## config.mk

```make
export PLATFORM = sky130hd
export DESIGN_NAME = router_stats_top
export DESIGN_NICKNAME = d
export VERILOG_FILES = /design/src/verilog/router_stats_pkg.sv /design/src/verilog/router_stats_top.sv /design/src/verilog/stats_csr_regfile.sv /design/src/verilog/port_snapshot_bank.sv
export SDC_FILE = /design/constraint.sdc
export NUM_CORES = 2
export LEC_CHECK = 0
export ABC_AREA = 1
export ABC_CLOCK_PERIOD_IN_PS = 5100
export BUFFER_PORTS_ARGS = -buffer_cell sky130_fd_sc_hd__buf_2
export CORE_UTILIZATION = 50
export DETAILED_ROUTE_END_ITERATION = 7
export GPL_TIMING_DRIVEN = 1
export HOLD_SLACK_MARGIN = 0.03
export PLACE_DENSITY = 0.68
export SYNTH_ARGS = -nofsm -noshare
export SYNTH_HDL_FRONTEND = slang
export SYNTH_HIERARCHICAL = 1
export SYNTH_SLANG_ARGS = --single-unit
```

## constraint.sdc

```tcl
create_clock -name core_clk_ifc -period 5.1 [get_ports core_clk_ifc]
set_clock_uncertainty 0.15 [all_clocks]
set_input_delay 0.51 -clock core_clk_ifc [delete_from_list [all_inputs] [get_ports core_clk_ifc]]
set_output_delay 0.51 -clock core_clk_ifc [all_outputs]
set_load 0.005 [all_outputs]
```

## src/verilog/router_stats_pkg.sv

```systemverilog
//////////////////////////////////////////////////
// Widths, register map, bus request/response and
// per-port statistics types for the stats block
//////////////////////////////////////////////////

package router_stats_pkg;

    //////////////////////////////////////////////////
    // Widths and constants
    //////////////////////////////////////////////////

    localparam int DATA_W        = 32;
    localparam int ADDR_W        = 8;
    localparam int CNTR_W        = 32;
    localparam int REGS_PER_PORT = 4;

    // Version 1.0 in the upper half, block ID in the lower half
    localparam logic [15:0] MODULE_VERSION = 16'h0100;
    localparam logic [15:0] MODULE_ID      = 16'd10;
    localparam logic [DATA_W-1:0] VERSION_ID = {MODULE_VERSION, MODULE_ID};

    //////////////////////////////////////////////////
    // Register map
    //////////////////////////////////////////////////

    // Fixed word addresses with the port banks from ADDR_COUNTERS_START upward
    typedef enum logic [ADDR_W-1:0] {
        ADDR_VERSION_ID       = 8'd0,
        ADDR_NUM_REGS         = 8'd1,
        ADDR_PORT_ENABLE_CON  = 8'd2,
        ADDR_PORT_ENABLE_STAT = 8'd3,
        ADDR_COUNTER_CON      = 8'd4,
        ADDR_COUNTERS_START   = 8'd5
    } reg_addr_e;

    // Offsets inside one port bank
    localparam int SNAP_PKT  = 0;
    localparam int SNAP_BYTE = 1;
    localparam int SNAP_ERR  = 2;
    localparam int SNAP_DROP = 3;

    //////////////////////////////////////////////////
    // Bus and statistics structs
    //////////////////////////////////////////////////

    typedef struct packed {
        logic              wr;
        logic              rd;
        logic [ADDR_W-1:0] addr;
        logic [DATA_W-1:0] wdata;
    } bus_req_t;

    typedef struct packed {
        logic              valid;
        logic              err;
        logic [DATA_W-1:0] rdata;
    } bus_rsp_t;

    // Levels from the outside profile counters of one port
    typedef struct packed {
        logic [CNTR_W-1:0] pkt_cnt;
        logic [CNTR_W-1:0] byte_cnt;
        logic [CNTR_W-1:0] err_cnt;
    } port_stats_t;

endpackage
```

## src/verilog/router_stats_top.sv

```systemverilog
//////////////////////////////////////////////////
// Router port statistics block, top level
//////////////////////////////////////////////////

`timescale 1ns/100ps

module router_stats_top #(
    parameter int NUM_PORTS = 4
) (
    input  logic                          core_clk_ifc,
    input  logic                          peripheral_sresetn_core,

    // Register bus
    input  router_stats_pkg::bus_req_t    bus_req,
    output router_stats_pkg::bus_rsp_t    bus_rsp,

    // Per-port statistics sources
    input  router_stats_pkg::port_stats_t port_stats [NUM_PORTS],
    input  logic [NUM_PORTS-1:0]          buf_full_drop,

    // Port control
    output logic [NUM_PORTS-1:0]          port_enable
);

    localparam int NUM_SNAP = NUM_PORTS * router_stats_pkg::REGS_PER_PORT;

    //////////////////////////////////////////////////
    // Internal wiring
    //////////////////////////////////////////////////

    // Snapshot trigger, one bit per port
    logic [NUM_PORTS-1:0] sample_req;

    // Flattened snapshot words, REGS_PER_PORT per port
    logic [router_stats_pkg::DATA_W-1:0] snap_regs [NUM_SNAP];

    //////////////////////////////////////////////////
    // Register file
    //////////////////////////////////////////////////

    stats_csr_regfile #(
        .NUM_PORTS               ( NUM_PORTS               )
    ) i_stats_csr_regfile (
        .core_clk_ifc            ( core_clk_ifc            ),
        .peripheral_sresetn_core ( peripheral_sresetn_core ),
        .bus_req                 ( bus_req                 ),
        .snap_regs               ( snap_regs               ),
        .bus_rsp                 ( bus_rsp                 ),
        .port_enable             ( port_enable             ),
        .sample_req              ( sample_req              )
    );

    //////////////////////////////////////////////////
    // Snapshot bank
    //////////////////////////////////////////////////

    // Steered by sample_req from the register file
    port_snapshot_bank #(
        .NUM_PORTS               ( NUM_PORTS               )
    ) i_port_snapshot_bank (
        .core_clk_ifc            ( core_clk_ifc            ),
        .peripheral_sresetn_core ( peripheral_sresetn_core ),
        .sample_req              ( sample_req              ),
        .port_stats              ( port_stats              ),
        .buf_full_drop           ( buf_full_drop           ),
        .snap_regs               ( snap_regs               )
    );

endmodule

```

## src/verilog/stats_csr_regfile.sv

```systemverilog
//////////////////////////////////////////////////
// Address decode, control/status registers,
// readback mux and bus response generation
//////////////////////////////////////////////////

`timescale 1ns/100ps

module stats_csr_regfile #(
    parameter int NUM_PORTS = 4
) (
    input  logic                                core_clk_ifc,
    input  logic                                peripheral_sresetn_core,

    input  router_stats_pkg::bus_req_t          bus_req,
    input  logic [router_stats_pkg::DATA_W-1:0] snap_regs
                                                [NUM_PORTS*router_stats_pkg::REGS_PER_PORT],

    output router_stats_pkg::bus_rsp_t          bus_rsp,
    output logic [NUM_PORTS-1:0]                port_enable,
    output logic [NUM_PORTS-1:0]                sample_req
);

    localparam int DATA_W     = router_stats_pkg::DATA_W;
    localparam int ADDR_W     = router_stats_pkg::ADDR_W;
    localparam int NUM_SNAP   = NUM_PORTS * router_stats_pkg::REGS_PER_PORT;
    localparam int SNAP_BASE  = int'(router_stats_pkg::ADDR_COUNTERS_START);
    localparam int NUM_REGS   = SNAP_BASE + NUM_SNAP;
    localparam int SNAP_IDX_W = $clog2(NUM_SNAP);

    //////////////////////////////////////////////////
    // Registers and decode signals
    //////////////////////////////////////////////////

    logic [NUM_PORTS-1:0]        port_en_con;
    logic [NUM_PORTS-1:0]        port_en_stat;
    logic [DATA_W-1:0]           counter_con;

    router_stats_pkg::reg_addr_e req_addr;
    logic                        req_any;
    logic                        in_range;
    logic                        wr_port_en;
    logic                        wr_counter_con;
    logic [SNAP_IDX_W-1:0]       snap_idx;
    logic [DATA_W-1:0]           rd_data;

    assign req_addr = router_stats_pkg::reg_addr_e'(bus_req.addr);
    assign req_any  = bus_req.wr | bus_req.rd;

    // Anything past the last snapshot word is an error
    assign in_range = (bus_req.addr < ADDR_W'(NUM_REGS));

    // Only the two control registers take writes
    assign wr_port_en     = bus_req.wr && (req_addr == router_stats_pkg::ADDR_PORT_ENABLE_CON);
    assign wr_counter_con = bus_req.wr && (req_addr == router_stats_pkg::ADDR_COUNTER_CON);

    // Word index into the flattened snapshot array
    assign snap_idx = SNAP_IDX_W'(bus_req.addr - ADDR_W'(SNAP_BASE));

    //////////////////////////////////////////////////
    // Control and status registers
    //////////////////////////////////////////////////

    // All ports come out of reset enabled
    always_ff @(posedge core_clk_ifc) begin
        if (!peripheral_sresetn_core) begin
            port_en_con <= '1;
        end else if (wr_port_en) begin
            port_en_con <= bus_req.wdata[NUM_PORTS-1:0];
        end
    end

    // Status trails the control register by one cycle
    always_ff @(posedge core_clk_ifc) begin
        if (!peripheral_sresetn_core) begin
            port_en_stat <= '1;
        end else begin
            port_en_stat <= port_en_con;
        end
    end

    assign port_enable = port_en_con;

    always_ff @(posedge core_clk_ifc) begin
        if (!peripheral_sresetn_core) begin
            counter_con <= '0;
        end else if (wr_counter_con) begin
            counter_con <= bus_req.wdata;
        end
    end

    // One register stage between the control word and the bank
    // Rising bits are detected in the bank
    always_ff @(posedge core_clk_ifc) begin
        if (!peripheral_sresetn_core) begin
            sample_req <= '0;
        end else begin
            sample_req <= counter_con[NUM_PORTS-1:0];
        end
    end

    //////////////////////////////////////////////////
    // Readback mux
    //////////////////////////////////////////////////

    always_comb begin
        rd_data = '0;
        if (in_range) begin
            case (req_addr)
                router_stats_pkg::ADDR_VERSION_ID: begin
                    rd_data = router_stats_pkg::VERSION_ID;
                end
                router_stats_pkg::ADDR_NUM_REGS: begin
                    rd_data = DATA_W'(NUM_REGS);
                end
                router_stats_pkg::ADDR_PORT_ENABLE_CON: begin
                    rd_data = DATA_W'(port_en_con);
                end
                router_stats_pkg::ADDR_PORT_ENABLE_STAT: begin
                    rd_data = DATA_W'(port_en_stat);
                end
                router_stats_pkg::ADDR_COUNTER_CON: begin
                    rd_data = counter_con;
                end
                // Port banks from ADDR_COUNTERS_START upward
                default: begin
                    rd_data = snap_regs[snap_idx];
                end
            endcase
        end
    end

    //////////////////////////////////////////////////
    // Response
    //////////////////////////////////////////////////

    // One-cycle valid pulse the cycle after any request
    always_ff @(posedge core_clk_ifc) begin
        if (!peripheral_sresetn_core) begin
            bus_rsp <= '0;
        end else begin
            bus_rsp.valid <= req_any;
            bus_rsp.err   <= req_any && !in_range;
            // Writes return zero data
            bus_rsp.rdata <= bus_req.rd ? rd_data : '0;
        end
    end

endmodule

```

## src/verilog/port_snapshot_bank.sv

```systemverilog
//////////////////////////////////////////////////
// Per-port sample edge detect, drop counters
// and snapshot registers
//////////////////////////////////////////////////

`timescale 1ns/100ps

module port_snapshot_bank #(
    parameter int NUM_PORTS = 4
) (
    input  logic                                core_clk_ifc,
    input  logic                                peripheral_sresetn_core,

    input  logic [NUM_PORTS-1:0]                sample_req,
    input  router_stats_pkg::port_stats_t       port_stats [NUM_PORTS],
    input  logic [NUM_PORTS-1:0]                buf_full_drop,

    output logic [router_stats_pkg::DATA_W-1:0] snap_regs
                                                [NUM_PORTS*router_stats_pkg::REGS_PER_PORT]
);

    localparam int DATA_W        = router_stats_pkg::DATA_W;
    localparam int CNTR_W        = router_stats_pkg::CNTR_W;
    localparam int REGS_PER_PORT = router_stats_pkg::REGS_PER_PORT;

    //////////////////////////////////////////////////
    // Edge detection
    //////////////////////////////////////////////////

    logic [NUM_PORTS-1:0] sample_req_d;
    logic [NUM_PORTS-1:0] buf_full_drop_d;
    logic [NUM_PORTS-1:0] sample_rise;
    logic [NUM_PORTS-1:0] drop_rise;

    always_ff @(posedge core_clk_ifc) begin
        if (!peripheral_sresetn_core) begin
            sample_req_d    <= '0;
            buf_full_drop_d <= '0;
        end else begin
            sample_req_d    <= sample_req;
            buf_full_drop_d <= buf_full_drop;
        end
    end

    // A held request or a held drop level counts once
    assign sample_rise = sample_req & ~sample_req_d;
    assign drop_rise   = buf_full_drop & ~buf_full_drop_d;

    //////////////////////////////////////////////////
    // Per-port counters and snapshots
    //////////////////////////////////////////////////

    genvar p;
    generate
        for (p = 0; p < NUM_PORTS; p++) begin : gen_port
            router_stats_pkg::port_stats_t snap_stats;
            logic [CNTR_W-1:0]             drop_cnt;
            logic [CNTR_W-1:0]             snap_drop;

            // Drop edges since the last snapshot
            always_ff @(posedge core_clk_ifc) begin
                if (!peripheral_sresetn_core) begin
                    drop_cnt <= '0;
                end else if (sample_rise[p]) begin
                    // Edge in the snapshot cycle opens the next interval
                    drop_cnt <= drop_rise[p] ? CNTR_W'(1) : '0;
                end else if (drop_rise[p]) begin
                    drop_cnt <= drop_cnt + 1'b1;
                end
            end

            // Capture the outside counters and the interval drop count
            always_ff @(posedge core_clk_ifc) begin
                if (!peripheral_sresetn_core) begin
                    snap_stats <= '0;
                    snap_drop  <= '0;
                end else if (sample_rise[p]) begin
                    snap_stats <= port_stats[p];
                    snap_drop  <= drop_cnt;
                end
            end

            // Bank layout follows the SNAP_* offsets
            assign snap_regs[p*REGS_PER_PORT + router_stats_pkg::SNAP_PKT] =
                DATA_W'(snap_stats.pkt_cnt);
            assign snap_regs[p*REGS_PER_PORT + router_stats_pkg::SNAP_BYTE] =
                DATA_W'(snap_stats.byte_cnt);
            assign snap_regs[p*REGS_PER_PORT + router_stats_pkg::SNAP_ERR] =
                DATA_W'(snap_stats.err_cnt);
            assign snap_regs[p*REGS_PER_PORT + router_stats_pkg::SNAP_DROP] =
                DATA_W'(snap_drop);
        end
    endgenerate

endmodule

```

==> run metrics <==
# rows 94; CP max-delay cell inv_1; Peak Freq 280 MHz; vias in the first global route 35100; hold path depth 3; GP Congestion 0.971; HP Start port_stats[316]; layout cells sized above 1 11.9%; Tot Pwr 13.0 mW; Antenna Nets Post-Route 0; Worst setup SP type input port; Rel. slew slack 18.2%; syn_area_per_cell between 6 and 7 um2; Clk pwr share 46.3%; Syn. warnings 6; PostCTS Resize Cnt 0; detailed placement HPWL 92.6 mm; unrepaired setup endpoints after global routing no; Sw Share 24.6%; Die Wd 262 um; CP Buf/Inv Count 4; largest net degree at the start of global routing ~270; Core Region 0.0662 mm2; reg2reg end i_port_snapshot_bank/gen_port[3].drop_cnt[6]$_SDFFE_PN0P_; Num CTS Buffers 78; cells after synthesis 5282; Final setup viols 0; mapped cell area ~0.034 mm2; Detailed Route Iter0 Violations 5135; DRC Markers 0; Max-cap violations 0; Lkg Pwr a little under 20 nW; PortBufs around 470; switching power 3.21 mW; nets 6424; clk buf depth 3; Tightest Pin Transition 1.23 ns; count leader, synth nor2_1; Setup CP Type input port to flip-flop; data required time of the worst path 5.51 ns; cell family with most CP delay buffers and inverters; crit-path cells clkbuf_8 -> inv_8 -> ha_4 -> nand3_1 -> nor2_2 -> buf_4 -> nand2_1 -> inv_1 -> nor2_1 -> nor2_1; TritonRoute pass-1 iters 6; CTS tree done; All-Layer GR Usage around two fifths; Area Overhead vs Synth 28.2%; most frequent cells after synthesis nor2_1 (1271), nand2_1 (1098), dfxtp_1 (726); top-area cell type share of the netlist area 43.1%; Max VDD drop between 200 and 300 uV; Die ar. 0.0685 mm2; internal power about 10 mW; Worst-path clk slew 0.06 ns; antenna violations before repair 7; post-DR vias/cell approximately 5.5; status finished clean; Final min period 3.57 ns; Vert. Die Dim 262 um; Critical Path End Type flip-flop; Total Wirelength 141 mm; total vias in the final route approximately 38000; Top Ports 470; R2R cell count 10; register area share after synthesis 43.1%; PD cells 301 mW/mm2; Yosys reg bits 726; Starting Density 50.9%; worst reg2reg path startpoint i_stats_csr_regfile/sample_req[3]$_SDFF_PN0_; clock latency on the worst-skew pair around 0.63 ns; ys flop type dfxtp_1; Mapped Nets 5722; H-tree Lvls 3; max-slew violations 0; worst hold path type input port to flip-flop; final hold violation count 0; Comb pwr share 10.0%; Largest stage delay, worst path 1.00 ns; Unique masters post-synth 34; Worst path most repeated cell nor2_1; first-pass GRT wire length 207 mm; Synth area leader dfxtp_1; Tcrit/Tclk final 69.9%; Flop pwr share 43.8%; ys async rst share 0%; worst reg2reg setup slack 2.46 ns; critical path peak fanout 72; clock sinks 726; Post-synth EDFFs 0; WHS Endpoint i_port_snapshot_bank/snap_regs[444]$_SDFFE_PN0P_; synth top area cells dfxtp_1 (43%), nor2_1 (14%), nand2_1 (12%); global route overflow 0; CP arrival 3.98 ns; drt wl/cell 20.3 um; Root Buffer clkbuf_16; setup TNS 0 ns
==> layer usage <==
metal | wire length, um | vias to the layer above | track usage [%]
li1 | - | 17800 | -
met1 | 58400 | 17500 | 53.7
met2 | 60700 | 2126 | 59.9
met3 | 13600 | 438 | 7.55
met4 | 7980 | 2 | 21.0
met5 | 7 | - | 0
==> cells by family (layout without fill, tap and decap cells) <==
family / count (synthesis) / after routing / share of synthesized area [%]
and+or+nand+nor: 2928 / 2928 / 35.3
adders and majority gates: 8 / 8 / 0.297
xor gates and xnor gates: 3 / 3 / 0.0779
buffers and inverters: 862 / 1624 / 9.96
DFF: 726 / 726 / 43.1
AOI/OAI and AO/OA: 755 / 755 / 11.3
other: 0 / 7 / 0
==> metrics by stage <==
step	cell area, um2	worst slack (ns)	cells	utilization, %	hold WS [ns]
2_1_floorplan	33700	2.19	5282	-	0.257
4_1_cts	43200	1.60	6908	65.3	0.0359
6_report	43200	1.53	6915	65.3	0.0535
3_3_place_gp	36300	0.996	6352	54.9	0.264
5_1_grt	43200	1.20	6912	65.3	0.0311
3_5_place_dp	36300	0.928	6352	54.9	0.268
==> placed cells by master, fill, tap and decap left out, types with 2 or more instances in the layout <==
cell and count:
nor2_1 1269, nand2_1 1098, dfxtp_1 726, o21ai_0 585
inv_1 547, buf_2 467, nand3_1 463, dlygate4sd3_1 416
a21oi_1 149, clkbuf_16 81, buf_4 37, nor2_2 29
clkbuf_8 22, nor2_4 19, nor3_1 16, nand2_2 14
clkinv_2 13, clkbuf_1 13, o21ai_1 13, bufinv_16 8
nand4_1 8, diode_2 7, ha_1 7, inv_2 5
nor3b_1 5, buf_12 5, inv_6 4, nand3_2 4
o211ai_1 4, clkinvlp_4 2, inv_4 2
==> flip-flops by register name, indices dropped and copies added, names as in the netlist <==
| name | cells |
|---|---|
| i_port_snapshot_bank/snap_regs | 384 |
| i_port_snapshot_bank/gen_port.drop_cnt | 128 |
| i_port_snapshot_bank/gen_port.snap_drop | 128 |
| i_stats_csr_regfile/bus_rsp | 34 |
| i_stats_csr_regfile/counter_con | 32 |
| i_port_snapshot_bank/buf_full_drop_d | 4 |
| i_port_snapshot_bank/sample_req_d | 4 |
| i_stats_csr_regfile/port_en_stat | 4 |
| i_stats_csr_regfile/port_enable | 4 |
| i_stats_csr_regfile/sample_req | 4 |
==> cell type report <==
type / count / area [um2]
clock buffer: 115 / 2360
inverter: 557 / 2110
timing repair buffer: 927 / 6910
clock inverter: 25 / 345
multi-input combinational: 3694 / 15900
sequential: 726 / 14500
tap: 864 / 1080
fill: 5865 / 23000
antenna: 7 / 17.5
==> worst max path at each step <==
stage / end / depth (start not counted) / from / slack, ns
floorplan: i_stats_csr_regfile/bus_rsp[10]$_SDFF_PN0_ / 12 / bus_req[32] / 2.19
global placement: i_stats_csr_regfile/counter_con[31]$_SDFFE_PN0P_ / 10 / bus_req[32] / 1.0
detailed placement: i_stats_csr_regfile/counter_con[23]$_SDFFE_PN0P_ / 10 / bus_req[32] / 0.93
CTS: i_stats_csr_regfile/counter_con[23]$_SDFFE_PN0P_ / 10 / bus_req[32] / 1.60
global route: i_stats_csr_regfile/counter_con[1]$_SDFFE_PN0P_ / 10 / bus_req[32] / 1.20
finish: i_stats_csr_regfile/counter_con[29]$_SDFFE_PN0P_ / 10 / bus_req[32] / 1.53
==> power groups by stage <==
stage	combinational [mW]	clock [mW]	sequential [mW]
2_1_floorplan	0.495	0	5.82
5_1_grt	1.36	6.30	5.70
4_1_cts	1.23	6.08	5.70
3_3_place_gp	0.980	0	5.83
6_report	1.30	6.03	5.70
3_5_place_dp	0.980	0	5.83
==> what timing repair did <==
item                                    in CTS  in global routing
hold buffers                               416                  0
setup buffers                                0                  0
hold endpoints to repair                   419                  0
endpoints found under the setup margin       0                  0
==> tightest hold or removal path: cells and delay by family <==
kind	cells	cell delay, ns
and+or+nand+nor	2	0.18
buffers and inverters	1	0.10
Note: power is estimated with default switching activity, not from simulation.
